===== src/hdl/memcopy_pkg.sv =====
/*
 * Shared widths, register offsets, window decoding and status bits
 * of the memory-copy peripheral
 */
`default_nettype none

package memcopy_pkg;

  // Data path and memory geometry
  localparam int DATA_W    = 32;
  localparam int MEM_WORDS = 128;
  localparam int WADDR_W   = 7;

  // APB byte address width
  localparam int APB_ADDR_W = 12;

  // Register byte offsets
  localparam logic [APB_ADDR_W-1:0] REG_SRC    = 12'h000;
  localparam logic [APB_ADDR_W-1:0] REG_DST    = 12'h004;
  localparam logic [APB_ADDR_W-1:0] REG_SIZE   = 12'h008;
  localparam logic [APB_ADDR_W-1:0] REG_STATUS = 12'h00C;

  // Memory window select, word index sits in paddr[8:2]
  localparam int WIN_BIT = 9;

  // STATUS layout
  localparam int STATUS_BUSY_BIT = 0;
  localparam int STATUS_DONE_BIT = 1;

  // Word count register, larger counts wrap the indices
  localparam int SIZE_W = 8;

endpackage

`default_nettype wire


===== src/hdl/memcopy_engine.sv =====
/*
 * Copy engine FSM, owner of the OBI-style memory port
 * Forwards APB window accesses to memory while idle
 */
`default_nettype none

module memcopy_engine (
  input  wire logic                            clk_i,
  input  wire logic                            arst_n_i,
  input  wire logic                            start_i,
  input  wire logic [memcopy_pkg::WADDR_W-1:0] src_i,
  input  wire logic [memcopy_pkg::WADDR_W-1:0] dst_i,
  input  wire logic [memcopy_pkg::SIZE_W-1:0]  size_i,
  output logic                                 busy_o,
  output logic                                 done_o,
  input  wire logic                            win_req_i,
  input  wire logic                            win_we_i,
  input  wire logic [memcopy_pkg::WADDR_W-1:0] win_addr_i,
  input  wire logic [memcopy_pkg::DATA_W-1:0]  win_wdata_i,
  output logic                                 win_ack_o,
  output logic      [memcopy_pkg::DATA_W-1:0]  win_rdata_o,
  output logic                                 mem_req_o,
  output logic                                 mem_we_o,
  output logic      [memcopy_pkg::WADDR_W-1:0] mem_addr_o,
  output logic      [memcopy_pkg::DATA_W-1:0]  mem_wdata_o,
  input  wire logic                            mem_gnt_i,
  input  wire logic [memcopy_pkg::DATA_W-1:0]  mem_rdata_i,
  input  wire logic                            mem_rvalid_i
);

  typedef enum logic [1:0] {
    IDLE,
    RD_REQ,
    RD_WAIT,
    WR_REQ
  } state_e;

  state_e                          state_q;
  logic [memcopy_pkg::SIZE_W-1:0]  cnt_q;
  logic [memcopy_pkg::WADDR_W-1:0] rd_idx_q;
  logic [memcopy_pkg::WADDR_W-1:0] wr_idx_q;
  logic [memcopy_pkg::DATA_W-1:0]  data_q;
  logic                            win_rd_pend_q;
  logic                            idle;
  logic                            last_wr;

  assign idle    = (state_q == IDLE);
  assign last_wr = (state_q == WR_REQ) & mem_gnt_i & (cnt_q == memcopy_pkg::SIZE_W'(1));

  assign busy_o = ~idle;
  // Size 0 finishes right away without touching memory
  assign done_o = (idle & start_i & (size_i == '0)) | last_wr;

  // Memory port mux
  always_comb begin
    mem_req_o   = 1'b0;
    mem_we_o    = 1'b0;
    mem_addr_o  = rd_idx_q;
    mem_wdata_o = data_q;
    case (state_q)
      IDLE: begin
        // Mask the request while a window read waits for rvalid
        mem_req_o   = win_req_i & ~win_rd_pend_q;
        mem_we_o    = win_we_i;
        mem_addr_o  = win_addr_i;
        mem_wdata_o = win_wdata_i;
      end
      RD_REQ: begin
        mem_req_o = 1'b1;
      end
      WR_REQ: begin
        mem_req_o  = 1'b1;
        mem_we_o   = 1'b1;
        mem_addr_o = wr_idx_q;
      end
      default: begin
      end
    endcase
  end

  assign win_ack_o   = idle & ((mem_req_o & win_we_i & mem_gnt_i) |
                               (win_rd_pend_q & mem_rvalid_i));
  assign win_rdata_o = mem_rdata_i;

  always_ff @(posedge clk_i or negedge arst_n_i) begin
    if (!arst_n_i) begin
      state_q       <= IDLE;
      cnt_q         <= '0;
      rd_idx_q      <= '0;
      wr_idx_q      <= '0;
      win_rd_pend_q <= 1'b0;
    end else begin
      case (state_q)
        IDLE: begin
          if (start_i) begin
            rd_idx_q <= src_i;
            wr_idx_q <= dst_i;
            cnt_q    <= size_i;
            if (size_i != '0) begin
              state_q <= RD_REQ;
            end
          end
          if (mem_req_o && !win_we_i && mem_gnt_i) begin
            win_rd_pend_q <= 1'b1;
          end else if (mem_rvalid_i) begin
            win_rd_pend_q <= 1'b0;
          end
        end
        RD_REQ: begin
          if (mem_gnt_i) begin
            rd_idx_q <= rd_idx_q + memcopy_pkg::WADDR_W'(1);
            state_q  <= RD_WAIT;
          end
        end
        RD_WAIT: begin
          if (mem_rvalid_i) begin
            state_q <= WR_REQ;
          end
        end
        WR_REQ: begin
          if (mem_gnt_i) begin
            wr_idx_q <= wr_idx_q + memcopy_pkg::WADDR_W'(1);
            cnt_q    <= cnt_q - memcopy_pkg::SIZE_W'(1);
            state_q  <= last_wr ? IDLE : RD_REQ;
          end
        end
        default: state_q <= IDLE;
      endcase
    end
  end

  // Word held between its read and its write
  always_ff @(posedge clk_i) begin
    if (state_q == RD_WAIT && mem_rvalid_i) begin
      data_q <= mem_rdata_i;
    end
  end

endmodule

`default_nettype wire


===== config.mk =====
export PLATFORM = sky130hd
export DESIGN_NAME = memcopy_engine
export DESIGN_NICKNAME = d
export VERILOG_FILES = /design/src/hdl/memcopy_pkg.sv /design/src/hdl/memcopy_engine.sv
export SDC_FILE = /design/constraint.sdc
export NUM_CORES = 1
export LEC_CHECK = 0
export BUFFER_PORTS_ARGS = -buffer_cell sky130_fd_sc_hd__buf_4
export CAP_MARGIN = 5
export CORE_AREA = 5 5 89 91
export CTS_CLUSTER_SIZE = 20
export DETAILED_ROUTE_END_ITERATION = 6
export DIE_AREA = 0 0 94 96
export PLACE_DENSITY_LB_ADDON = 0.1
export SLEW_MARGIN = 20
export SYNTH_ARGS = -nofsm -noshare
export SYNTH_HDL_FRONTEND = slang
export SYNTH_SLANG_ARGS = --single-unit

===== constraint.sdc =====
create_clock -name clk_i -period 2.95 [get_ports clk_i]
set_clock_uncertainty 0.05 [all_clocks]
set_input_delay 0.1475 -clock clk_i [delete_from_list [all_inputs] [get_ports clk_i]]
set_output_delay 0.1475 -clock clk_i [all_outputs]
set_load 0.01 [all_outputs]

---- Word level (Yosys, flattened, before mapping) ----
Index checks and enable logic that the tools add are counted.
word-level totals
  output and inout port bits .............. 76
  word-level logic and storage cells ...... 68
  flip-flop bits (word level) ............. 57
  input bits .............................. 100
cells by class
  reductions and logical operators ........ 15
  bitwise gates (word level) .............. 13
  add/sub/neg operators ................... 3
  multiplexer cells ....................... 22
  equality and inequality tests ........... 9
operators by type and width
  operator                                                                count
  7-bit one-hot mux with 2 select lines                                   3
  32-bit 2-to-1 mux                                                       1
  7-bit 2-to-1 mux                                                        4
  8-bit 2-to-1 mux                                                        2
  8-bit one-hot mux with 2 select lines                                   1
  7-bit by 1-bit adder with 7-bit output (second input constant)          2
  2-bit 2-to-1 mux                                                        5
  1-bit bitwise AND                                                       9
  8-bit by 1-bit equality test with 1-bit output (second input constant)  1
  8-bit zero test                                                         1
  2-bit != test (second input constant)                                   4
  2-bit one-hot mux with 4 select lines                                   1
  8-bit nonzero test                                                      1
  8-bit by 1-bit subtractor with 8-bit output (second input constant)     1
  3-bit AND reduction                                                     2
  2-bit nonzero test                                                      3
  5-bit AND reduction                                                     1
  2-bit equality test (second input constant)                             2
  1-bit one-hot mux with 2 select lines                                   2
  1-bit logical AND                                                       3
  1-bit 2-to-1 mux                                                        3
  2-bit by 1-bit equality test with 1-bit output (second input constant)  1
  2-bit zero test                                                         1
  2-bit by 1-bit != test with 1-bit output (second input constant)        1
  other kinds (5)                                                         7

---- Depth between registers and ports, before layout ----
Gate-level depths: netlist of run 1.
  word-level depth ........................ 7
  gate-level depth with buffers ........... 8
  depth with buffers taken out ............ 6

---- Worst setup path before layout of run 1 ----
No wires, ideal clock.
  path type ............................... reg-to-reg
  from .................................... reg state_q[0]
  to ...................................... reg wr_idx_q[4] (netlist bit)
  path slack .............................. 959 ps
  library setup time ...................... 126 ps
  period minus slack after synthesis ...... 1991 ps
  path buffers ............................ 2
  stages on the path, launching flop included .. 8
  required time ........................... 2774 ps
  data arrival time ....................... 1815 ps
  cells stage by stage .................... dfrtp_1 > inv_1 > ha_1 > nor2b_1 > clkbuf_1 > or2_2 > clkbuf_1 > a221o_1
on the way
  word-level cells in the longest chain between the ends .. 3
  elaborated cells on any way between the ends .. 7
  classes of those cells .................. eq/ne: 3; mux: 1; reduce/logical: 3
ends and longest elaborated chain
  item                                                                         RTL line               source
  start: declaration                                                           memcopy_engine.sv:38   state_e state_q;
  start signal: assignment                                                     memcopy_engine.sv:124  state_q <= last_wr ? IDLE : RD_REQ;
  2-bit equality test / 2-bit zero test (equally long branches)                memcopy_engine.sv:93   case (state_q)
  2-bit != test (no source line) / 2-bit nonzero test (equally long branches)  -
  3-bit AND reduction (no source line)                                         -
  end signal: assignment                                                       memcopy_engine.sv:97   wr_idx_q <= dst_i;
  end signal: assignment                                                       memcopy_engine.sv:122  wr_idx_q <= wr_idx_q + memcopy_pkg::WADDR_W'(1);
  end: declaration                                                             memcopy_engine.sv:41   logic [memcopy_pkg::WADDR_W-1:0] wr_idx_q;
Several ways; a longest one is shown, not always the timed one.
A chain may end at the register's enable or synchronous reset.

---- Worst setup path in the final report of run 1 ----
  from .................................... reg state_q[0]
  to ...................................... out win_ack_o
on the way
  word-level cells in the longest chain between the ends .. 7
  elaborated cells on any way between the ends .. 9
  classes of those cells .................. eq/ne: 2; mux: 1; bitwise: 4; reduce/logical: 2
ends and longest elaborated chain
  item                                                                                          RTL line              source
  2-bit equality test / 2-bit by 1-bit equality test with 1-bit output (equally long branches)  memcopy_engine.sv:60  case (state_q)
  2-bit OR reduction (no source line)                                                           -
  1-bit one-hot mux with 2 select lines                                                         memcopy_engine.sv:60
  1-bit bitwise AND (2 in a row)                                                                memcopy_engine.sv:81  assign win_ack_o = idle & ((mem_req_o & win_we_i & mem_gnt_i) |
  1-bit bitwise OR                                                                              memcopy_engine.sv:81
  1-bit bitwise AND (*)                                                                         memcopy_engine.sv:81
  end: declaration                                                                              memcopy_engine.sv:20  output logic win_ack_o,
Every way passes the cells marked *; elsewhere a longest branch is shown, timed or not.

==> reports/results.ini, run 1 <==
[drt]
ant_nets=0
wl_mm=9.94
dr.first_iter.drc_count=173
wire_per_inst_um=16.6
firstDrtPassIters=4
dr_total_vias=3126
drc=0
vias_per_cell=5.22

[pwr]
p_sw_share_pct=40.3
intPower_mw=2.72
p_comb_share_pct=55.1
p_switching_mw=1.84
seqPwrFrac_pct=29.7
ir_drop_mv=0.822
p_per_area_nw_per_um2=901
clkPwrFrac_pct=15.2
p_leak_nw=2.21

[cells_and_area]
drive_gt1_share_pct=46.6
final_cells=599
n_antenna_cell=0
syn_to_final_growth_pct=51.5
fillers=534
fin_nets=604
postLayoutCellArea_um2=5060

[clock_tree]
root_buffer=clkbuf_8
cts_setup_buffers=0
clkSlewWorstSetupHoldPaths_ns=0.06
cts_made_buffers=9
clock-sinks=57
clock_latency_ns=0.33
htreeDepth=3
cts_buffer_depth=2
cts_tree=built

[critical_path]
path_delay_family=buffers and inverters
cp_max_fo=35
cp_cell_sequence=inv_1 > ha_2 > buf_6 > nand3b_1 > a21oi_1 > nand2_1 > o21ai_0 > buf_4
crit_slowest_cell=dfrtp_1
crit_arrival_ns=2.49
end_kind=primary output
startpoint_type=flip-flop
crit_path_max_incr_delay_ns=0.44
crit_buf_inv=3
crit_path_start=state_q[0]
rr_startpoint=state_q[0]
cp.required_ns=2.75
critical_path_class=reg2out

[global_route]
grt_pass1_vias=3076
antenna_found_initial=0
grt_use_total_pct=21.6
grt_pass1_wl_mm=15.0
gr-total-overflow=0
grt_max_degree=39

[synthesis]
synth-main-ff-cell=edfxtp_1
synth_compound_area_share_pct=14.4
synthMuxAreaShare_pct=12.9
synth_top_family_by_area=compound AO/OA/AOI/OAI gates
synth-edff-count=32
syn_nets=425
synth_xor_area_share_pct=0
syn_inst=316
synth-seq-area-share_pct=47.5
synth_warnings=0
synth-simple-area-share_pct=11.8
syn_avg_cell_area_um2=10.6
synthAdderAreaFrac_pct=3.37
netlist_area_um2=3340
ys_ff_latch=57
yosysUniqueCellTypes=45
async_reset_ff_share_pct=43.9

[placement]
place_area_um2=4510
numPortBuffers=175
dp_hpwl_mm=7.24
gp_congestion=0.864
dpl.cell_count=547

[flow_run]
maxCapViolCount=0

[timing]
clock.fmax_ghz=0.372
setup_viol=0
finalMaxSlewViolations=0
worst_slew_pin_slew_ns=0.726
period_needed_ns=2.69
setup_tns_ns=0
rsz0062_at_grt=false
relSlewSlack_pct=51.4
period_share_pct=91.2
final_hold_viol_count=0

[status]
status=finished, final reports clean

[floorplanning]
die-area_um2=9020
core_um2=7060
initial_core_util_pct=47.3
pin_count=176
rows=31
dieWidth_um=94
die_h_um=96

[hold_path]
hold_start=size_i[1]
hp-class=in2reg

## logic make-up after synthesis
kind of cell	after synthesis
multiplexers	39
AND/OR/NAND/NOR	80
flip-flops	57
adder cells (fa/ha/maj)	9
AO/OA/AOI/OAI	75
buffers and inverters	56
## cells in the mapped netlist, drive strengths merged, types with 2 or more instances
library cell	instances	area share, %
nor3	4	0.60
mux2	33	11
a31oi	2	0.37
a2bb2oi	4	1.0
nand2	27	3.0
inv	8	0.90
or3	4	0.75
nand2b	3	0.56
dfrtp	25	19
o211ai	2	0.45
a21oi	21	3.3
nor2	17	1.9
o221a	3	1.0
a221oi	2	0.52
nand3	7	1.0
a22oi	6	1.3
nand4	3	0.56
mux2i	6	1.8
clkbuf	8	0.90
a221o	2	0.60
buf	39	8.1
and2	2	0.37
nor4	2	0.37
o21ai	19	2.8
edfxtp	32	29
or4	5	1.3
o22ai	8	1.5
ha	9	3.4
## path summary, 6_finish.rpt
check | to | slack (ns) | depth (start not counted)
min in group asynchronous | wr_idx_q[1] | 0.22 | 2
min | cnt_q[1] | 0.04 | 3
max reg2reg | cnt_q[7] | 0.46 | 6
max | win_ack_o | 0.26 | 8
max in group asynchronous | win_rd_pend_q | 2.37 | 2
min reg2reg | wr_idx_q[5] | 0.48 | 1
## repair_timing
action                                  in CTS  in global routing
hold endpoints to repair                    60                  0
hold buffers                                36                  0
endpoints found under the setup margin       0                  1
resized for setup                            0                  1
## cell usage in the layout (no fill, tap or decap), types with 3 or more instances in the layout
cell           netlist  routed
buf_4               32     178
dlygate4sd3_1        0      36
mux2_2              33      33
edfxtp_1            32      32
nand2_1             27      27
dfrtp_1             25      25
a21oi_1             20      20
o21ai_0             19      19
nor2_1              17      17
clkbuf_8             0       9
inv_1                8       8
o22ai_1              8       8
ha_1                 9       8
nand3_1              7       7
a22oi_1              6       6
mux2i_1              6       6
clkinv_1             1       4
or3_1                4       4
nor3_1               4       4
a2bb2oi_1            4       4
nand4_1              3       3
or4_1                3       3
nand2b_1             3       3
o221a_2              3       3
## per-layer routing
metal  part of all wire (%)  track usage [%]
met2                     50             36.1
met4                   0.84             6.86
met5                      0                0
met1                     41             27.0
met3                    8.2             6.18
## state kept, by name (all words and copies together), names as in the netlist
name / cells
data_q: 32
cnt_q: 8
rd_idx_q: 7
wr_idx_q: 7
state_q: 2
win_rd_pend_q: 1
## power by group through the flow
stage / clock network (mW) / registers, mW / logic [mW]
detailed placement: 0 / 1.35 / 2.49
CTS: 0.710 / 1.34 / 2.53
global route: 0.750 / 1.38 / 2.80
global placement: 0 / 1.35 / 2.42
floorplan: 0 / 1.29 / 1.60
finish: 0.691 / 1.36 / 2.51
## worst min-delay path, stage by stage
cell and delay, ns:
buf_4 0.09, o211ai_1 0.08, o21ai_0 0.07
## per-stage QoR
stage	setup WS, ns	power [mW]	hold slack, ns	util (%)
floorplan	0.959	2.89	-0.198	-
global placement	0.695	3.77	0.0258	63.9
detailed placement	0.523	3.84	0.0285	63.9
CTS	0.155	4.58	0.0297	71.6
global route	0.0314	4.93	0.0279	71.7
finish	0.261	4.56	0.0378	71.7
## final cells by class
class | count | area [um2] | area share, %
repair buffers | 215 | 1710 | 33.8
multi-input cells | 203 | 1420 | 28.1
well taps | 99 | 124 | 2.45
inverters | 9 | 33.8 | 0.668
clock inverters | 7 | 61.3 | 1.21
flip-flops and latches | 57 | 1590 | 31.4
clock buffers | 9 | 124 | 2.45
(Power assumes the default switching activity.)
==> run 2, diff against run 1 <==
ABC_AREA = 1   (was default)
CORE_AREA = 5 5 90 92   (was 5 5 89 91)
DIE_AREA = 0 0 95 97   (was 0 0 94 96)
==> run 2 against run 1 <==
Fmax increased by 4.2%. Wire length rose by 11%. Final cell count increased by 22%. Synthesized cell count increased by 42%. Setup slack better by 0.11 ns. Clock power increased by 30%. Design area increased by 2.3%. Critical path type unchanged. Critical endpoint unchanged. Largest cell class unchanged. Highest routed layer unchanged.
==> reports/results.ini, run 2 <==
[status]
status=finished, final reports clean  ; unchanged

[critical_path]
crit_path_max_incr_delay_ns=0.44  ; about the same
cp.required_ns=2.75  ; about the same
path_delay_family=buffers and inverters  ; unchanged
cp_cell_sequence=inv_1 > ha_2 > buf_4 > nand3_1 > a31oi_1 > nand2_1 > o21ai_0 > buf_4  ; was inv_1 > ha_2 > buf_6 > nand3b_1 > a21oi_1 > nand2_1 > o21ai_0 > buf_4
critical_path_class=reg2out  ; unchanged
crit_arrival_ns=2.38  ; was 2.49 ns
crit_slowest_cell=ha_2  ; was dfrtp_1
startpoint_type=flip-flop  ; unchanged
r2r_slack_ns=0.77  ; was 0.46 ns
cp_max_fo=27  ; was 35
end_kind=primary output  ; unchanged
crit_buf_inv=3  ; unchanged
cp_common_cell=buf_4

[synthesis]
synth_most_common_cell=nand2_1  ; was mux2_2
synthMuxAreaShare_pct=0  ; was 12.9%
synth-edff-count=32  ; unchanged
syn_nets=558  ; was 425
synth_top_area_share_pct=27.7  ; was 28.8%
synth_top_family_by_area=simple AND/OR/NAND/NOR gates  ; was compound AO/OA/AOI/OAI gates
async_reset_ff_share_pct=43.9  ; unchanged
synthTopCellsByArea=edfxtp_1 28%, nand2_1 20%, dfrtp_1 18%  ; was edfxtp_1 29%, dfrtp_1 19%, mux2_2 11%
synth_xor_area_share_pct=1.01  ; was 0%
syn_inst=449  ; was 316
synth_common_cells=182 x nand2_1, 38 x nor2_1, 34 x buf_4  ; was 33 x mux2_2, 32 x buf_4, 32 x edfxtp_1
synth_compound_area_share_pct=9.19  ; was 14.4%
yosysUniqueCellTypes=31  ; was 45
netlist_area_um2=3470  ; was 3340 um2
synthAdderAreaFrac_pct=3.24  ; was 3.37%
ys_ff_latch=57  ; unchanged
syn_avg_cell_area_um2=7.74  ; was 10.6 um2
synth-main-ff-cell=edfxtp_1  ; unchanged
yosys.area.top_type=edfxtp_1  ; unchanged
synth-seq-area-share_pct=45.7  ; was 47.5%
synth-simple-area-share_pct=28.4  ; was 11.8%
synth_warnings=0  ; unchanged

[pwr]
intPower_mw=2.85  ; was 2.72 mW
clkPwrFrac_pct=17.7  ; was 15.2%
p_comb_share_pct=56.5  ; was 55.1%
p_sw_share_pct=43.6  ; was 40.3%
ir_drop_mv=0.587  ; was 0.822 mV
p_leak_nw=2.59  ; was 2.21 nW
p_per_area_nw_per_um2=978  ; was 901 nW/um2
p_switching_mw=2.21  ; was 1.84 mW
seqPwrFrac_pct=25.8  ; was 29.7%

[cells_and_area]
postLayoutCellArea_um2=5180  ; was 5060 um2
top_regs=data_q (32), cnt_q (8)  ; unchanged
final_common_cell=nand2_1  ; was buf_4
final_cells=728  ; was 599
fin_nets=732  ; was 604
largest_reg_flops=32  ; unchanged
syn_to_final_growth_pct=49.1  ; was 51.5%
top_register=data_q  ; unchanged
drive_gt1_share_pct=32.6  ; was 46.6%
most-common-layout-cells=182 x nand2_1, 178 x buf_4, 38 x nor2_1  ; was 178 x buf_4, 36 x dlygate4sd3_1, 33 x mux2_2

[timing]
clock.fmax_ghz=0.388  ; was 0.372 GHz
rsz0062_at_grt=false  ; unchanged
period_needed_ns=2.58  ; was 2.69 ns
period_share_pct=87.5  ; was 91.2%
final_hold_viol_count=0  ; unchanged
relSlewSlack_pct=59.5  ; was 51.4%
setup_viol=0  ; unchanged
setup_tns_ns=0  ; unchanged
finalMaxSlewViolations=0  ; unchanged
worst_slew_pin_slew_ns=0.606  ; was 0.726 ns
timing.hold.ws_ns=0.0271  ; was 0.0378 ns

[placement]
dpl.cell_count=678  ; was 547
place_area_um2=4600  ; was 4510 um2
gp_congestion=0.861  ; was 0.864
numPortBuffers=175  ; unchanged
dp_hpwl_mm=7.57  ; was 7.24 mm

[drt]
vias_per_cell=4.88  ; was 5.22
dr_total_vias=3552  ; was 3126
wl_mm=11.1  ; was 9.94 mm
ant_nets=0  ; unchanged
dr.first_iter.drc_count=163  ; was 173
firstDrtPassIters=4  ; unchanged
wire_per_inst_um=15.2  ; was 16.6 um
drc=0  ; unchanged

[floorplanning]
initial_core_util_pct=48.7  ; was 47.3%
die-area_um2=9220  ; was 9020 um2
core_um2=7140  ; was 7060 um2
rows=31  ; unchanged
pin_count=176  ; unchanged
die_h_um=97  ; was 96 um
dieWidth_um=95  ; was 94 um

[clock_tree]
clock_latency_ns=0.33  ; about the same
cts_tree=built  ; unchanged
cts_made_buffers=9  ; unchanged
htreeDepth=3  ; unchanged
cts_resized=0  ; unchanged
clock-sinks=57  ; unchanged
root_buffer=clkbuf_8  ; unchanged
clkSlewWorstSetupHoldPaths_ns=0.07  ; was 0.06 ns
cts_buffer_depth=2  ; unchanged

[global_route]
gr-total-overflow=0  ; unchanged
grt_use_total_pct=24.2  ; was 21.6%
grt_pass1_vias=3746  ; was 3076
grt_max_degree=38  ; was 39
antenna_found_initial=0  ; unchanged
grt_pass1_wl_mm=17.5  ; was 15.0 mm

[hold_path]
hp-class=in2reg  ; unchanged

[flow_run]
maxCapViolCount=0  ; unchanged

[run 2: cell count changes after synthesis, moves of 8 or more]
cell     previous run  this run
nor2_1             17        38
o21ai_0            19        27
mux2_2             33         0
nand2_1            27       182
inv_1               8        22
a21oi_1            20        11
[run 2: tightest hold or removal path, stage by stage]
cell and delay, ns:
buf_4 0.08, nor3_1 0.04, nand2_1 0.05, nand2_1 0.05
[run 2: final timing paths]
path                               start  depth (start not counted)            end
min reg2reg                win_rd_pend_q                          2  win_rd_pend_q
max in group asynchronous       arst_n_i                          2     state_q[1]
max reg2reg                   state_q[0]                          8    rd_idx_q[4]
max                           state_q[0]                          8      win_ack_o
min in group asynchronous       arst_n_i                          2       cnt_q[2]
min                             win_we_i                          4  win_rd_pend_q
[run 2: cell families (layout without fill, tap and decap cells)]
logic type      after synthesis  after routing
xor+xnor                      4              4
simple gates                246            246
buf+inv                      74            253
fa+ha+maj                     9              9
other cells                   0              1
flops                        57             57
compound gates               59             59
[run 2: metal layers]
layer	share of wire [%]	up-vias	wire, um	global-route usage (%)
li1	-	1762	-	-
met1	36	1601	3970	25.7
met2	53	168	5910	43.5
met3	8.6	21	948	8.30
met4	2.0	0	221	8.66
met5	0	-	0	0
[run 2: stage by stage]
stage	util (%)	setup slack [ns]	power (mW)
floorplan	-	1.18	3.06
global placement	64.5	0.790	4.05
detailed placement	64.5	0.735	4.12
CTS	72.5	0.358	5.07
global route	72.5	0.169	5.47
finish	72.6	0.369	5.06
[run 2: power groups by stage]
stage / clock network [mW] / registers (mW) / logic [mW]
finish: 0.895 / 1.31 / 2.86
global route: 0.945 / 1.34 / 3.18
CTS: 0.906 / 1.30 / 2.86
detailed placement: 0 / 1.32 / 2.80
global placement: 0 / 1.31 / 2.74
floorplan: 0 / 1.27 / 1.79
[run 2: final cells by class]
cell class,count,area (um2)
antenna,1,2.50
clock buffer,9,124
clock inverter,7,119
fill,561,1960
inverter,26,100
multi-input combinational,318,1460
sequential,57,1590
tap,99,124
timing repair buffer,211,1670
[run 2: what timing repair did]
action,CTS,global route
hold buffers,33,0
hold endpoints to repair,57,0
buffers inserted,0,0
