### src/hdl/memcopy_pkg.sv
/*
 * Shared widths, register offsets, window decoding and status bits
 * of the memory-copy peripheral
 */
`default_nettype none

package memcopy_pkg;

  // Data path and memory geometry
  localparam int DATA_W    = 32;
  localparam int MEM_WORDS = 128;
  localparam int WADDR_W   = 7;

  // APB byte address width
  localparam int APB_ADDR_W = 12;

  // Register byte offsets
  localparam logic [APB_ADDR_W-1:0] REG_SRC    = 12'h000;
  localparam logic [APB_ADDR_W-1:0] REG_DST    = 12'h004;
  localparam logic [APB_ADDR_W-1:0] REG_SIZE   = 12'h008;
  localparam logic [APB_ADDR_W-1:0] REG_STATUS = 12'h00C;

  // Memory window select, word index sits in paddr[8:2]
  localparam int WIN_BIT = 9;

  // STATUS layout
  localparam int STATUS_BUSY_BIT = 0;
  localparam int STATUS_DONE_BIT = 1;

  // Word count register, larger counts wrap the indices
  localparam int SIZE_W = 8;

endpackage

`default_nettype wire

### src/hdl/memcopy_regs.sv
/*
 * APB3 slave of the copy peripheral: SRC/DST/SIZE/STATUS registers,
 * memory window requests, busy error checks and the done interrupt
 */
`default_nettype none

module memcopy_regs (
  input  wire logic                               clk_i,
  input  wire logic                               arst_n_i,
  input  wire logic                               psel_i,
  input  wire logic                               penable_i,
  input  wire logic                               pwrite_i,
  input  wire logic [memcopy_pkg::APB_ADDR_W-1:0] paddr_i,
  input  wire logic [memcopy_pkg::DATA_W-1:0]     pwdata_i,
  output logic      [memcopy_pkg::DATA_W-1:0]     prdata_o,
  output logic                                    pready_o,
  output logic                                    pslverr_o,
  input  wire logic                               busy_i,
  input  wire logic                               done_i,
  input  wire logic                               win_ack_i,
  input  wire logic [memcopy_pkg::DATA_W-1:0]     win_rdata_i,
  output logic                                    start_o,
  output logic      [memcopy_pkg::WADDR_W-1:0]    src_o,
  output logic      [memcopy_pkg::WADDR_W-1:0]    dst_o,
  output logic      [memcopy_pkg::SIZE_W-1:0]     size_o,
  output logic                                    win_req_o,
  output logic                                    win_we_o,
  output logic      [memcopy_pkg::WADDR_W-1:0]    win_addr_o,
  output logic      [memcopy_pkg::DATA_W-1:0]     win_wdata_o,
  output logic                                    intr_o
);

  logic                             access;
  logic                             is_win;
  logic                             sel_src;
  logic                             sel_dst;
  logic                             sel_size;
  logic                             sel_status;
  logic                             unmapped;
  logic                             err;
  logic                             wr_en;
  logic                             status_rd;
  logic [memcopy_pkg::WADDR_W-1:0]  src_q;
  logic [memcopy_pkg::WADDR_W-1:0]  dst_q;
  logic [memcopy_pkg::SIZE_W-1:0]   size_q;
  logic                             start_q;
  logic                             done_q;

  // Address decode
  assign access     = psel_i & penable_i;
  assign is_win     = paddr_i[memcopy_pkg::WIN_BIT];
  assign sel_src    = ~is_win & (paddr_i == memcopy_pkg::REG_SRC);
  assign sel_dst    = ~is_win & (paddr_i == memcopy_pkg::REG_DST);
  assign sel_size   = ~is_win & (paddr_i == memcopy_pkg::REG_SIZE);
  assign sel_status = ~is_win & (paddr_i == memcopy_pkg::REG_STATUS);
  assign unmapped   = ~is_win & ~(sel_src | sel_dst | sel_size | sel_status);

  // Config writes and window traffic are refused while a copy runs
  assign err = unmapped | (is_win & busy_i) |
               (pwrite_i & busy_i & (sel_src | sel_dst | sel_size));

  assign wr_en     = access & pwrite_i & ~err;
  assign status_rd = access & ~pwrite_i & sel_status;

  // Window transfers wait for the engine, everything else is zero wait
  assign pready_o  = access & (~is_win | err | win_ack_i);
  assign pslverr_o = access & err;

  assign win_req_o   = access & is_win & ~err;
  assign win_we_o    = pwrite_i;
  assign win_addr_o  = paddr_i[memcopy_pkg::WIN_BIT-1 -: memcopy_pkg::WADDR_W];
  assign win_wdata_o = pwdata_i;

  always_comb begin
    prdata_o = '0;
    if (is_win) begin
      prdata_o = win_rdata_i;
    end else if (sel_src) begin
      prdata_o[memcopy_pkg::WADDR_W-1:0] = src_q;
    end else if (sel_dst) begin
      prdata_o[memcopy_pkg::WADDR_W-1:0] = dst_q;
    end else if (sel_size) begin
      prdata_o[memcopy_pkg::SIZE_W-1:0] = size_q;
    end else if (sel_status) begin
      prdata_o[memcopy_pkg::STATUS_BUSY_BIT] = busy_i;
      prdata_o[memcopy_pkg::STATUS_DONE_BIT] = done_q;
    end
  end

  always_ff @(posedge clk_i or negedge arst_n_i) begin
    if (!arst_n_i) begin
      src_q   <= '0;
      dst_q   <= '0;
      size_q  <= '0;
      start_q <= 1'b0;
      done_q  <= 1'b0;
    end else begin
      if (wr_en && sel_src) begin
        src_q <= pwdata_i[memcopy_pkg::WADDR_W-1:0];
      end
      if (wr_en && sel_dst) begin
        dst_q <= pwdata_i[memcopy_pkg::WADDR_W-1:0];
      end
      if (wr_en && sel_size) begin
        size_q <= pwdata_i[memcopy_pkg::SIZE_W-1:0];
      end
      // Start one cycle later so the engine sees the new count
      start_q <= wr_en & sel_size;
      // A new done wins over a STATUS read in the same cycle
      if (done_i) begin
        done_q <= 1'b1;
      end else if (status_rd) begin
        done_q <= 1'b0;
      end
    end
  end

  assign start_o = start_q;
  assign src_o   = src_q;
  assign dst_o   = dst_q;
  assign size_o  = size_q;
  assign intr_o  = done_q;

endmodule

`default_nettype wire

### config.mk
export PLATFORM = sky130hd
export DESIGN_NAME = memcopy_regs
export DESIGN_NICKNAME = d
export VERILOG_FILES = /design/src/hdl/memcopy_pkg.sv /design/src/hdl/memcopy_regs.sv
export SDC_FILE = /design/constraint.sdc
export NUM_CORES = 1
export LEC_CHECK = 0
export ABC_AREA = 1
export ABC_CLOCK_PERIOD_IN_PS = 2350
export CAP_MARGIN = 20
export CORE_MARGIN = 4
export CORE_UTILIZATION = 40
export CTS_CLUSTER_DIAMETER = 80
export CTS_CLUSTER_SIZE = 30
export DETAILED_ROUTE_END_ITERATION = 8
export DONT_BUFFER_PORTS = 1
export PLACE_DENSITY_LB_ADDON = 0.2
export SETUP_SLACK_MARGIN = 0.05
export SLEW_MARGIN = 20
export SYNTH_ARGS = -nofsm -noshare
export SYNTH_HDL_FRONTEND = slang
export SYNTH_SLANG_ARGS = --single-unit
### constraint.sdc
create_clock -name clk_i -period 2.35 [get_ports clk_i]
set_input_delay 0 -clock clk_i [delete_from_list [all_inputs] [get_ports clk_i]]
set_output_delay 0 -clock clk_i [all_outputs]
set_load 0.01 [all_outputs]
Yosys cells after proc, flatten, opt, wreduce, memory -nomap -nowiden
Index checks and enable logic that the tools add are counted.
{ "op_classes": {"eq_ne": 3, "mux": 11, "bitwise": 29, "n_reduce_logical": 5} }
{ "op_table": {"columns": ["cell", "n"], "rows": [
  ["$eq A12 B4 Y1 const B", 2],
  ["$mux W24", 1],
  ["$and A1 B1 Y1", 18],
  ["$mux W7", 2],
  ["$eq A12 B3 Y1 const B", 1],
  ["$logic_not A12 Y1", 1],
  ["$mux W8", 1],
  ["$or A1 B1 Y1", 7],
  ["$mux W6", 1],
  ["$mux W1", 4],
  ["$mux W2", 2],
  ["$not A1 Y1", 4],
  ["$logic_and A1 B1 Y1", 3],
  ["$reduce_bool A2 Y1", 1]
]} }
{ "word_totals": {"reg_bits": 24, "in_bits": 84, "out_inout_bits": 99, "elab_cells": 53} }

Depth between registers and ports, before layout
Gate-level depths: netlist (run 1).
{ "depth": {"depth_word": 12, "mapped_depth": 10, "depth_no_buf": 9} }

Worst setup path after synthesis (run 1)
OpenSTA, ideal clock, no wires.
{ "synth_path": {"path_type": "input port to flip-flop", "startpoint": "in paddr_i[9] in the netlist's numbering", "endpoint": "reg src_q, in the netlist src_o[0]", "setup_ps": 116, "arrival_time_ps": 1067, "t_required_ps": 2234, "path_slack_ps": 1167, "path_stages": 9, "path_buffers": 1, "path_cell_list": "buf_6 nor2_4 nand2_2 nor2_4 inv_2 nor3_4 nand4_4 nand2_1 nand2_1"} }
{ "synth_via": {"elab_chain_len": 12, "word_cells_on_any_way": 21, "cone_classes": "eq/ne: 3; bitwise: 16; reduce/logical: 2"} }
{ "synth_rtl": {"columns": ["item", "line", "text"], "rows": [
  ["start, declared", "memcopy_regs.sv:13", "input wire logic [memcopy_pkg::APB_ADDR_W-1:0] paddr_i,"],
  ["$eq A12 B3 Y1, or another cell as far along", "memcopy_regs.sv:53", "assign sel_dst = ~is_win & (paddr_i == memcopy_pkg::REG_DST);"],
  ["$and A1 B1 Y1, on equally long branches", "memcopy_regs.sv:53, memcopy_regs.sv:52", null],
  ["$or A1 B1 Y1 (2 in a row)", "memcopy_regs.sv:56, memcopy_regs.sv:60", null],
  ["$or A1 B1 Y1", "memcopy_regs.sv:56", "assign unmapped = ~is_win & ~(sel_src | sel_dst | sel_size | sel_status);"],
  ["$not A1 Y1", "memcopy_regs.sv:56", null],
  ["$and A1 B1 Y1", "memcopy_regs.sv:56", null],
  ["$or A1 B1 Y1 (2 in a row)", "memcopy_regs.sv:59", "assign err = unmapped | (is_win & busy_i) |"],
  ["$not A1 Y1", "memcopy_regs.sv:62", "assign wr_en = access & pwrite_i & ~err;"],
  ["$and A1 B1 Y1", "memcopy_regs.sv:62", null],
  ["$logic_and A1 B1 Y1 *", "memcopy_regs.sv:98", "if (wr_en && sel_src) begin"],
  ["end signal, assigned", "memcopy_regs.sv:99", "src_q <= pwdata_i[memcopy_pkg::WADDR_W-1:0];"],
  ["end, declared", "memcopy_regs.sv:43", "logic [memcopy_pkg::WADDR_W-1:0] src_q;"]
]} }
Every way passes the cells marked *; elsewhere a longest branch is shown, timed or not.
A chain may end at the register's enable or synchronous reset.

==> results of run 1 <==
==> stage by stage <==
stage                     instances  area (um2)  total power, W  hold slack, ns
after floorplan                 275        1842       0.0005591         -0.2956
after global placement          283        1584       0.0004890         -0.2949
after detailed placement        283        1584       0.0004892         -0.2950
after CTS                       299        1769       0.0008042      0.00006862
after global routing            299        1769       0.0008365      0.00001506
final                           299        1769       0.0007948     0.000003405
==> kinds of logic (layout without fill, tap and decap cells) <==
logic type | after synthesis | count (layout) | synth area share [%]
buf+inv | 82 | 54 | 25.27
compound gates | 7 | 7 | 2.785
flops | 24 | 24 | 32.61
simple gates | 162 | 162 | 39.33
==> layout make-up <==
class | instances | area [um2]
Sequential cell | 24 | 600.6
Clock buffer | 4 | 55.05
Tap cell | 52 | 65.06
Fill cell | 466 | 2645
Timing Repair Buffer | 12 | 130.1
Multi-Input combinational cell | 169 | 775.7
Inverter | 38 | 142.6
==> final timing paths <==
| check | start | endpoint | slack [ns] |
|---|---|---|---|
| setup / recovery | intr_o | intr_o | 1.07 |
| hold / removal | pwdata_i[11] | win_wdata_o[11] | 0.000003 |
| setup reg to reg | intr_o | intr_o | 1.07 |
| hold reg to reg | dst_o[3] | dst_o[3] | 0.58 |
| max in group asynchronous | arst_n_i | size_o[7] | 2.06 |
| min in group asynchronous | arst_n_i | dst_o[2] | 0.14 |
==> Yosys cell counts <==
cell	n
sky130_fd_sc_hd__a21o_1	1
sky130_fd_sc_hd__nand2_2	2
sky130_fd_sc_hd__dfrtp_1	24
sky130_fd_sc_hd__nand2_1	128
sky130_fd_sc_hd__nand4_1	7
sky130_fd_sc_hd__nor3_2	1
sky130_fd_sc_hd__nor3_1	1
sky130_fd_sc_hd__inv_2	2
sky130_fd_sc_hd__nor2_1	8
sky130_fd_sc_hd__buf_4	40
sky130_fd_sc_hd__nand3_1	6
sky130_fd_sc_hd__nor2_2	2
sky130_fd_sc_hd__o21ai_0	1
sky130_fd_sc_hd__o2111ai_2	1
sky130_fd_sc_hd__clkbuf_1	3
sky130_fd_sc_hd__buf_6	1
sky130_fd_sc_hd__nor2_4	4
sky130_fd_sc_hd__a22o_1	1
sky130_fd_sc_hd__nor3_4	1
sky130_fd_sc_hd__inv_1	36
sky130_fd_sc_hd__nand4_4	1
sky130_fd_sc_hd__a21oi_1	3
sky130_fd_sc_hd__nand3_4	1
==> flip-flops by register name, indices dropped and copies added, names as in the netlist <==
signal,cells
src_o,7
dst_o,7
intr_o,1
size_o,8
start_o,1
==> power groups by stage <==
stage / registers (W) / logic [W] / clock network, W
finish: 0.000413 / 0.0000964 / 0.000286
global route: 0.000413 / 0.000109 / 0.000315
CTS: 0.000413 / 0.0000982 / 0.000293
detailed placement: 0.000421 / 0.0000679 / 0
global placement: 0.000421 / 0.0000678 / 0
floorplan: 0.000421 / 0.000138 / 0
==> routing by layer <==
layer  vias to the layer above  wire, um  GRT usage (%)
met5                         -         0              0
met4                         0        38          3.883
met3                         6       433          4.749
met2                        82      2463          27.09
met1                       670      2193          22.60
li1                        725         -              -
==> out/results.env, run 1 <==
CTS_INSERTED_BUFFERS=3
FLOPS_LATCHES_SYNTH=24
CLK_TRANSITION_REPORTED_PATHS_NS=0.09
ROUTE.DETAILED.VIAS_PER_INST=4.960
ANTENNA_VIOLATING_NETS_POST_ROUTE=0
GRT_USE_TOTAL_PCT=16.90
SLOWEST_STAGE='sky130_fd_sc_hd__dlygate4sd3_1'
SYNTH.LARGEST_AREA_CELL='sky130_fd_sc_hd__dfrtp_1'
WORSTPATHREQUIRED_NS=2.51
YOSYSSEQAREASHARE_PCT=32.61
VIOLATION_COUNT_AFTER_THE_FIRST_DETAILED_ROUTE_ITERATION=63
FINALCRITICALPERIOD_NS=1.282
POST-ROUTE-DRC-COUNT=0
P_SW_W=0.0001998
COMBPWRFRAC_PCT=12.1
WORST-R2R-CELL-COUNT=2
TIMING.CRITICAL_PATH.BUF_INV=1
HTREE_LEVELS=1
INTERNAL_POWER_W=0.0005950
FINAL_NET_COUNT=332
CRITICAL_PATH.CELL_CHAIN='a21o_1 -> dlygate4sd3_1'
POSTCTSSETUPREPAIRBUFS=0
CRIT_ARRIVAL_NS=1.44
FINAL_HOLD_VIOL_COUNT=0
MAX_STAGE_DELAY_NS=0.55
TIMING.MAX_CAP.VIOLATIONS=0
SYNTH_TOP_CELLS_BY_AREA='sky130_fd_sc_hd__dfrtp_1, sky130_fd_sc_hd__nand2_1, sky130_fd_sc_hd__buf_4'
MAX-SLEW-MARGIN-REL_PCT=63.79
TIMING.FINAL.CRIT_SHARE_PCT=54.57
HOLD_BUFS_INSERTED_AFTER_CTS=12
CTS_TREE='yes'
CTS-ROOT-BUF='sky130_fd_sc_hd__clkbuf_8'
PWR_DENSITY_CELL_mW_PER_MM2=449.2
P_SEQ_SHARE_PCT=51.9
DPL.HPWL_UM=3872
CTSRESIZECOUNT=0
NUMBER_OF_ANTENNA_VIOLATIONS_AT_THE_FIRST_CHECK_IN_GLOBAL_ROUTING=0
POST-PLACE-WS_NS=0.8978
TIMING.CRITICAL_PATH.FANOUT_MAX=3
YS.WARNINGS.COUNT=0
FP-ROW-COUNT=24
DIE_AREA_MM2=0.005754
IOS=183
GRT_MAX_DEGREE=35
SYNTHCELLS=275
MIN_PATH_TYPE='primary input to output port'
POSTLAYOUTSETUPSLACKWORST_NS=1.068
CLOCK_POWER_SHARE_PCT=35.9
CLOCK_NETWORK_LATENCY_TO_THE_LATER_PIN_OF_THE_WORST_SKEW_PAIR_NS=0.27
NETSWITCHINGFRACTION_PCT=25.13
AVGROUTEDWIREPERCELL_UM=17.15
YOSYSUNIQUECELLTYPES=23
MAX_FREQ_GHz=0.7798
LAYOUT-DRIVE-GT1-SHARE_PCT=8.097
CORE-AREA_MM2=0.004414
IRDROPWORSTVDD_uV=207.1
TNS_NS=0
VIA_COUNT=1483
START_KIND='flip-flop'
DIE-WIDTH_UM=75.86
RSZ0062_AT_GRT='false'
LEAKAGE_nW=1.034
NUMBER_OF_INSERTED_DIODES=0
WL_UM=5128
SIGNED_AREA_CHANGE_FROM_THE_SYNTHESIZED_NETLIST_TO_THE_FINAL_LAYOUT_PCT=-3.940
WHS_PATH_DEPTH=0
FLOORPLAN.DIE.HEIGHT_UM=75.86
SETUP_VIOL=0
WORSTSETUPENDPOINTTYPE='flip-flop'
CRITICAL-PATH-TOP-DELAY-FAMILY='buffers and inverters'
LAYOUT.CELLS.MOST_COMMON='sky130_fd_sc_hd__nand2_1'
CRIT_TYPE='flip-flop to flip-flop'
GRT_OVERFLOW=0
FINAL_CORE_UTIL_PCT=40.08
SYNTH_AREA_PER_CELL_UM2=6.697
MAX_SLEW.WORST_PIN.SLEW_NS=0.5415
VIAS_IN_THE_FIRST_GLOBAL_ROUTE=1328
DR.PASS1.ITERS=4
FINAL_CELL_MIX='sky130_fd_sc_hd__nand2_1, sky130_fd_sc_hd__inv_1, sky130_fd_sc_hd__dfrtp_1'
CRIT_CELLS=2
SYN-NUM-NETS=359
FINALCLOCKSKEW_NS=0
RUN_STATUS='finished, final reports clean'
NETLIST.AREA_LEADER.SHARE_PCT=32.61
LARGEST_BUFFER_COUNT_ON_ANY_CLOCK_PATH=2
NUMCLOCKSINKS=24
GP_ROUTABILITY_CONGESTION=0.7122
GRT_FIRST_PASS_WIRELENGTH_UM=7189
SYNTH.CELL_AREA_MM2=0.001842
MAXSLEWVIOLCOUNT=0
IO_BUFFERS=0
START_UTIL_PCT=41.72
(Power assumes the default switching activity.)
==> inputs of run 2 (changes only) <==
--- a/config.mk
+++ b/config.mk
@@ -5,8 +5,8 @@
 export SDC_FILE = /design/constraint.sdc
 export NUM_CORES = 1
 export LEC_CHECK = 0
-export ABC_AREA = 1
-export ABC_CLOCK_PERIOD_IN_PS = 2350
+export ABC_AREA = 0
+export ABC_CLOCK_PERIOD_IN_PS = 1250
 export CAP_MARGIN = 20
 export CORE_MARGIN = 4
 export CORE_UTILIZATION = 40
==> constraint.sdc (replaced) <==
create_clock -name clk_i -period 1.25 [get_ports clk_i]
set_input_delay 0 -clock clk_i [delete_from_list [all_inputs] [get_ports clk_i]]
set_output_delay 0 -clock clk_i [all_outputs]
set_load 0.01 [all_outputs]
==> out/results.env, run 2 <==
IRDROPWORSTVDD_uV=452.9
GRT_MAX_DEGREE=41
MAX-SLEW-MARGIN-REL_PCT=63.71
RUN_STATUS='complete, but fails checks'
YOSYSSEQAREASHARE_PCT=32.56
TNS_NS=-0.9341
YOSYS.CELL_COUNT.TOP_TYPE='sky130_fd_sc_hd__buf_4'
FINAL_NET_COUNT=267
LARGEST_BUFFER_COUNT_ON_ANY_CLOCK_PATH=2
HTREE_LEVELS=1
LAYOUT.CELLS.MOST_COMMON='sky130_fd_sc_hd__and2_1'
SYNTH_FF_TYPE='sky130_fd_sc_hd__dfrtp_1'
SYNTH_ASYNC_SR_FLOP_SHARE_PCT=100.0
FLOORPLAN.DIE.HEIGHT_UM=75.90
POST_SYNTH_EDFFS=0
DPL.HPWL_UM=4329
IOS=183
SYNTHCELLS=178
NUMBER_OF_INSERTED_DIODES=0
MAXSLEWVIOLCOUNT=0
NETLIST.AREA_LEADER.SHARE_PCT=32.56
MIN_PATH_TYPE='primary input to output port'
LAYOUT-DRIVE-GT1-SHARE_PCT=43.96
FINAL_HOLD_VIOL_COUNT=0
CTS_TREE='yes'
LEAKAGE_nW=0.9442
SLOWEST_STAGE='sky130_fd_sc_hd__or4_4'
START_UTIL_PCT=41.78
SYNTHSIMPLEGATEAREAFRAC_PCT=23.07
FILLER_CELL_COUNT=402
SYN-NUM-NETS=262
GP_ROUTABILITY_CONGESTION=0.7052
YS.WARNINGS.COUNT=0
SYNTH_TOP_CELLS_BY_AREA='sky130_fd_sc_hd__dfrtp_1, sky130_fd_sc_hd__buf_4, sky130_fd_sc_hd__mux2_2'
SYNTH.CELL_AREA_MM2=0.001844
RSZ0062_AT_GRT='true'
FLOPS_LATCHES_SYNTH=24
POST_SYNTH_XOR_AREA_FRACTION_PCT=0
CTS_INSERTED_BUFFERS=3
CTS-ROOT-BUF='sky130_fd_sc_hd__clkbuf_8'
POST-ROUTE-DRC-COUNT=0
WORSTSETUPENDPOINTTYPE='output port'
ANTENNA_VIOLATING_NETS_POST_ROUTE=0
FINALCLOCKSKEW_NS=0
DIE_AREA_MM2=0.005761
MAX_STAGE_DELAY_NS=0.58
AVGROUTEDWIREPERCELL_UM=24.27
IO_BUFFERS=0
DIE-WIDTH_UM=75.90
YOSYSUNIQUECELLTYPES=29
FINAL_CELL_MIX='sky130_fd_sc_hd__and2_1, sky130_fd_sc_hd__buf_4, sky130_fd_sc_hd__dfrtp_1'
CRITICAL_PATH.CELL_CHAIN='or4_4 -> nor4_4 -> buf_6 -> a221oi_2 -> a21oi_1 -> buf_4'
VIAS_IN_THE_FIRST_GLOBAL_ROUTE=1531
SYNTH_ADDER_AREA_SHARE_PCT=0
TIMING.FINAL.CRIT_SHARE_PCT=113.0
FP-ROW-COUNT=24
NUMCLOCKSINKS=24
SYNTHESIZED_AREA_FRACTION_OCCUPIED_BY_AO_OA_AOI_AND_OAI_CELLS_PCT=10.52
SYNTH_TOP_FAMILY_BY_AREA='simple AND/OR/NAND/NOR gates'
WL_UM=5680
PWR_DENSITY_CELL_mW_PER_MM2=699.2
START_KIND='primary input'
MAX_FREQ_GHz=0.7078
SETUP_VIOL=28
CRIT_TYPE='primary input to output port'
CRIT_ARRIVAL_NS=1.41
CLOCK_NETWORK_LATENCY_TO_THE_LATER_PIN_OF_THE_WORST_SKEW_PAIR_NS=0.26
POSTLAYOUTSETUPSLACKWORST_NS=-0.1628
MAX_FFS_PER_REGISTER=8
SYNTH_AREA_PER_CELL_UM2=10.36
SYNTH.LARGEST_AREA_CELL='sky130_fd_sc_hd__dfrtp_1'
ROUTE.DETAILED.VIAS_PER_INST=5.791
TIMING.CRITICAL_PATH.FANOUT_MAX=40
GRT_USE_TOTAL_PCT=18.91
GRT_FIRST_PASS_WIRELENGTH_UM=8942
SYNTH.AREA.MUX_SHARE_PCT=15.88
TIMING.MAX_CAP.VIOLATIONS=0
VIA_COUNT=1355
SYNTH.TOP_CELLS.BY_COUNT='sky130_fd_sc_hd__buf_4, sky130_fd_sc_hd__and2_1, sky130_fd_sc_hd__dfrtp_1, sky130_fd_sc_hd__mux2_2, sky130_fd_sc_hd__nand2_1'
SIGNED_AREA_CHANGE_FROM_THE_SYNTHESIZED_NETLIST_TO_THE_FINAL_LAYOUT_PCT=19.34
WORSTPATHREQUIRED_NS=1.25
FINALCRITICALPERIOD_NS=1.413
CORE-AREA_MM2=0.004414
FINAL_CORE_UTIL_PCT=49.86
DR.PASS1.ITERS=4
GRT_OVERFLOW=0
FAILED_CHECKS='setup timing'
NUMBER_OF_ANTENNA_VIOLATIONS_AT_THE_FIRST_CHECK_IN_GLOBAL_ROUTING=0
VIOLATION_COUNT_AFTER_THE_FIRST_DETAILED_ROUTE_ITERATION=49
MAX_SLEW.WORST_PIN.SLEW_NS=0.5443
[run 2: cell count changes after synthesis, moves of 4 or more]
cell,change
sky130_fd_sc_hd__a221oi_1,+5
sky130_fd_sc_hd__and2_1,+25
sky130_fd_sc_hd__inv_1,-34
sky130_fd_sc_hd__mux2_2,+21
sky130_fd_sc_hd__nand2_1,-121
sky130_fd_sc_hd__nand2b_1,+6
sky130_fd_sc_hd__nand4_1,-7
sky130_fd_sc_hd__nor2_4,-4
sky130_fd_sc_hd__nor2b_1,+4
[run 2: kinds of logic (layout without fill, tap and decap cells)]
family	after synthesis	after routing
mux	24	24
compound gates	18	18
simple gates	64	64
flops	24	24
buf+inv	48	52
[run 2: final cells by class]
type                            instances  area (um2)  area share (%)
Tap cell                               52       65.06           2.956
Multi-Input combinational cell        106        1070           48.61
Inverter                                2       7.507          0.3411
Sequential cell                        24       601.8           27.35
Timing Repair Buffer                   46       401.6           18.25
Clock buffer                            4       55.05           2.501
[run 2: metal layers]
layer  routed length [um]  GRT usage, %
met5                    0             0
met4                   36         3.381
met3                  685         8.768
met2                 2868         32.53
met1                 2090         21.47
[run 2: worst paths after layout]
path                               from               to  slack, ns  depth (start not counted)
max in group asynchronous      arst_n_i         dst_o[3]       0.61                          2
min in group asynchronous      arst_n_i         src_o[3]       0.25                          2
max                          paddr_i[9]      prdata_o[2]      -0.16                          6
min                        pwdata_i[14]  win_wdata_o[14]   0.000004                          0
max reg2reg                    src_o[1]         src_o[1]       0.32                          2
min reg2reg                    dst_o[3]         dst_o[3]       0.60                          1
[run 2: what timing repair did]
item | 4_1_cts | 5_1_grt
resized for setup | 27 | 9
pin swaps | 14 | 9
endpoints found under the hold margin | 48 | 24
setup endpoints to repair | 30 | 30
setup buffers | 5 | 0
hold buffers | 16 | 1
[run 2: worst max-delay path, delay by kind of cell]
family | cells | cell delay (ns)
AND/OR/NAND/NOR | 2 | 0.88
AO/OA/AOI/OAI | 2 | 0.22
buffers and inverters | 2 | 0.31
[run 2: report_power, final]
group | leakage [nW] | total [W] | internal (W) | switching [W]
combinational | 0.587 | 0.000249 | 0.000117 | 0.000132
clock | 0.0288 | 0.000514 | 0.000281 | 0.000233
sequential | 0.329 | 0.000776 | 0.000776 | 0.000000442
total | 0.944 | 0.00154 | 0.00117 | 0.000365
[run 2: per-stage QoR]
stage | instances | hold WS (ns) | setup WS (ns) | power (W) | cell area, um2
after floorplan | 178 | -0.2956 | -0.3590 | 0.001078 | 1886
after global placement | 208 | -0.2947 | -0.3496 | 0.0009617 | 1805
after detailed placement | 208 | -0.2949 | -0.4172 | 0.0009632 | 1805
after CTS | 233 | 0.00006862 | -0.1761 | 0.001565 | 2162
after global routing | 234 | 0.00001524 | -0.2310 | 0.001619 | 2201
final | 234 | 0.000003514 | -0.1628 | 0.001539 | 2201
==> inputs of run 3 (changes only) <==
--- a/config.mk
+++ b/config.mk
@@ -8,8 +8,10 @@
 export ABC_AREA = 0
 export ABC_CLOCK_PERIOD_IN_PS = 1250
 export CAP_MARGIN = 20
+export CELL_PAD_IN_SITES_DETAIL_PLACEMENT = 1
+export CELL_PAD_IN_SITES_GLOBAL_PLACEMENT = 2
 export CORE_MARGIN = 4
-export CORE_UTILIZATION = 40
+export CORE_UTILIZATION = 32
 export CTS_CLUSTER_DIAMETER = 80
 export CTS_CLUSTER_SIZE = 30
 export DETAILED_ROUTE_END_ITERATION = 8
==> out/results.env, run 3 (synthesis gave the netlist of run 2 again) <==
RUN_STATUS='complete, but fails checks'
FAILED_CHECKS='setup timing'
CRITICAL_PATH.CELL_CHAIN='mux4_2 -> a22o_1'
MAXSLEWVIOLCOUNT=0
LEAKAGE_nW=0.9283
GRT_USE_TOTAL_PCT=16.49
CTS-ROOT-BUF='sky130_fd_sc_hd__clkbuf_8'
IOS=183
COMBPWRFRAC_PCT=16.8
CTS_INSERTED_BUFFERS=3
SETUP_VIOL=22
WORSTHOLDSTART='pwdata_i[10]'
FINALCLOCKSKEW_NS=0
GP_ROUTABILITY_CONGESTION=0.7884
P_SEQ_SHARE_PCT=52.5
MAX-SLEW-MARGIN-REL_PCT=75.97
LARGEST_BUFFER_COUNT_ON_ANY_CLOCK_PATH=2
PLACED_CELL_AREA_MM2=0.001841
START_UTIL_PCT=33.29
CLOCK_POWER_SHARE_PCT=30.7
POSTLAYOUTSETUPSLACKWORST_NS=-0.1377
ANTENNA_VIOLATING_NETS_POST_ROUTE=0
POST-ROUTE-CELL-AREA_MM2=0.002235
PWR_DENSITY_CELL_mW_PER_MM2=661.6
NUMBER_OF_INSERTED_DIODES=0
P_SW_W=0.0003707
FINAL_NET_COUNT=262
AVGROUTEDWIREPERCELL_UM=24.08
LAYOUT-DRIVE-GT1-SHARE_PCT=44.32
START_KIND='flip-flop'
MAX_SLEW.WORST_PIN.SLEW_NS=0.3578
WL_UM=5971
CLOCK_NETWORK_LATENCY_TO_THE_LATER_PIN_OF_THE_WORST_SKEW_PAIR_NS=0.26
CRIT_TYPE='flip-flop to output port'
CORE-AREA_MM2=0.005540
VIAS_IN_THE_FIRST_GLOBAL_ROUTE=1622
DIE-WIDTH_UM=83.92
VIA_COUNT=1379
FLOORPLAN.DIE.HEIGHT_UM=83.92
MIN_PATH_TYPE='primary input to output port'
ROUTE.DETAILED.VIAS_PER_INST=5.560
NUMCLOCKSINKS=24
IRDROPWORSTVDD_uV=376.9
FINAL_HOLD_VIOL_COUNT=0
CRIT_ARRIVAL_NS=1.39
CTS_TREE='yes'
CLK_TRANSITION_REPORTED_PATHS_NS=0.08
GRT_FIRST_PASS_WIRELENGTH_UM=9363
WORSTPATHREQUIRED_NS=1.25
CP-STARTPOINT='intr_o'
GRT_OVERFLOW=0
TIMING.FINAL.CRIT_SHARE_PCT=111.0
FINALCRITICALPERIOD_NS=1.388
MAX_STAGE_DELAY_NS=0.48
LAYOUT.CELLS.MOST_COMMON='sky130_fd_sc_hd__and2_1'
TIMING.MAX_CAP.VIOLATIONS=0
DR.PASS1.ITERS=4
FINAL_CELL_MIX='sky130_fd_sc_hd__and2_1, sky130_fd_sc_hd__dfrtp_1, sky130_fd_sc_hd__mux2_4'
DPL.HPWL_UM=4504
HTREE_LEVELS=1
INTERNAL_POWER_W=0.001108
SLOWEST_STAGE='sky130_fd_sc_hd__mux4_2'
NETSWITCHINGFRACTION_PCT=25.08
IO_BUFFERS=0
VIOLATION_COUNT_AFTER_THE_FIRST_DETAILED_ROUTE_ITERATION=63
GRT_MAX_DEGREE=41
FP-ROW-COUNT=27
NUMBER_OF_ANTENNA_VIOLATIONS_AT_THE_FIRST_CHECK_IN_GLOBAL_ROUTING=0
POWER.TOTAL_W=0.001478
WORSTSETUPENDPOINTTYPE='output port'
RSZ0062_AT_GRT='true'
MAX_FREQ_GHz=0.7206
DIE_AREA_MM2=0.007042
TIMING.CRITICAL_PATH.FANOUT_MAX=2
POST-ROUTE-DRC-COUNT=0
SIGNED_AREA_CHANGE_FROM_THE_SYNTHESIZED_NETLIST_TO_THE_FINAL_LAYOUT_PCT=21.17
CRITICAL_PATH.REG2REG.STARTPOINT='size_o[0]'
MAX_FFS_PER_REGISTER=8
run 3: cell count changes in the layout (fill, tap and decap cells not counted), sizes merged:
| cell | change |
|---|---|
| clkbuf | -1 |
| buf | -5 |
run 3: final timing paths:
| check | endpoint | slack (ns) | depth (start not counted) |
|---|---|---|---|
| hold reg to reg | size_o[3] | 0.60 | 1 |
| setup / recovery | prdata_o[1] | -0.14 | 2 |
| setup reg to reg | size_o[0] | 0.32 | 2 |
| min in group asynchronous | src_o[4] | 0.16 | 2 |
| max in group asynchronous | size_o[3] | 0.93 | 2 |
| hold / removal | win_wdata_o[10] | 0.000003 | 0 |
run 3: through the flow:
step           setup TNS, ns  hold WS, ns  utilization [%]  cells  setup WS (ns)
3_3_place_gp          -8.721      -0.2950            33.22    226        -0.3835
2_1_floorplan         -7.498      -0.2956                -    178        -0.3590
3_5_place_dp          -9.124      -0.2947            33.22    226        -0.3986
5_1_grt               -3.714   0.00001586            40.33    248        -0.1985
4_1_cts               -2.260   0.00006862            39.84    247        -0.1494
6_report              -1.937  0.000002845            40.33    248        -0.1377
run 3: power groups by stage:
stage	clock network [W]	registers, W	logic (W)
4_1_cts	0.000472	0.000776	0.000249
3_3_place_gp	0	0.000792	0.000164
5_1_grt	0.000498	0.000777	0.000267
6_report	0.000454	0.000776	0.000248
2_1_floorplan	0	0.000792	0.000286
3_5_place_dp	0	0.000792	0.000166
run 3: worst max-delay path, delay by kind of cell, from the launching register on:
kind / cells / cell delay (ns)
AO/OA/AOI/OAI: 1 / 0.25
multiplexers: 1 / 0.48
flip-flops: 1 / 0.40
run 3: area by class of cell:
cell class	instances	area, um2
clock buffers	3	41.29
inverters	2	7.507
well taps	72	90.09
multi-input cells	106	1101
flip-flops and latches	24	601.8
repair buffers	41	392.9
fillers	620	3306
run 3: layer usage:
metal	vias up	track usage [%]	part of all wire [%]
li1	583	-	-
met1	667	18.40	37
met2	94	27.04	48
met3	35	6.713	10
met4	0	8.187	4.2
met5	-	0	0
run 3: what timing repair did:
action	CTS	global route
resized for setup	34	4
pin swaps	11	10
setup buffers	1	1
endpoints found under the hold margin	48	0
hold buffers	17	0
endpoints found under the setup margin	30	31
cloned	0	0
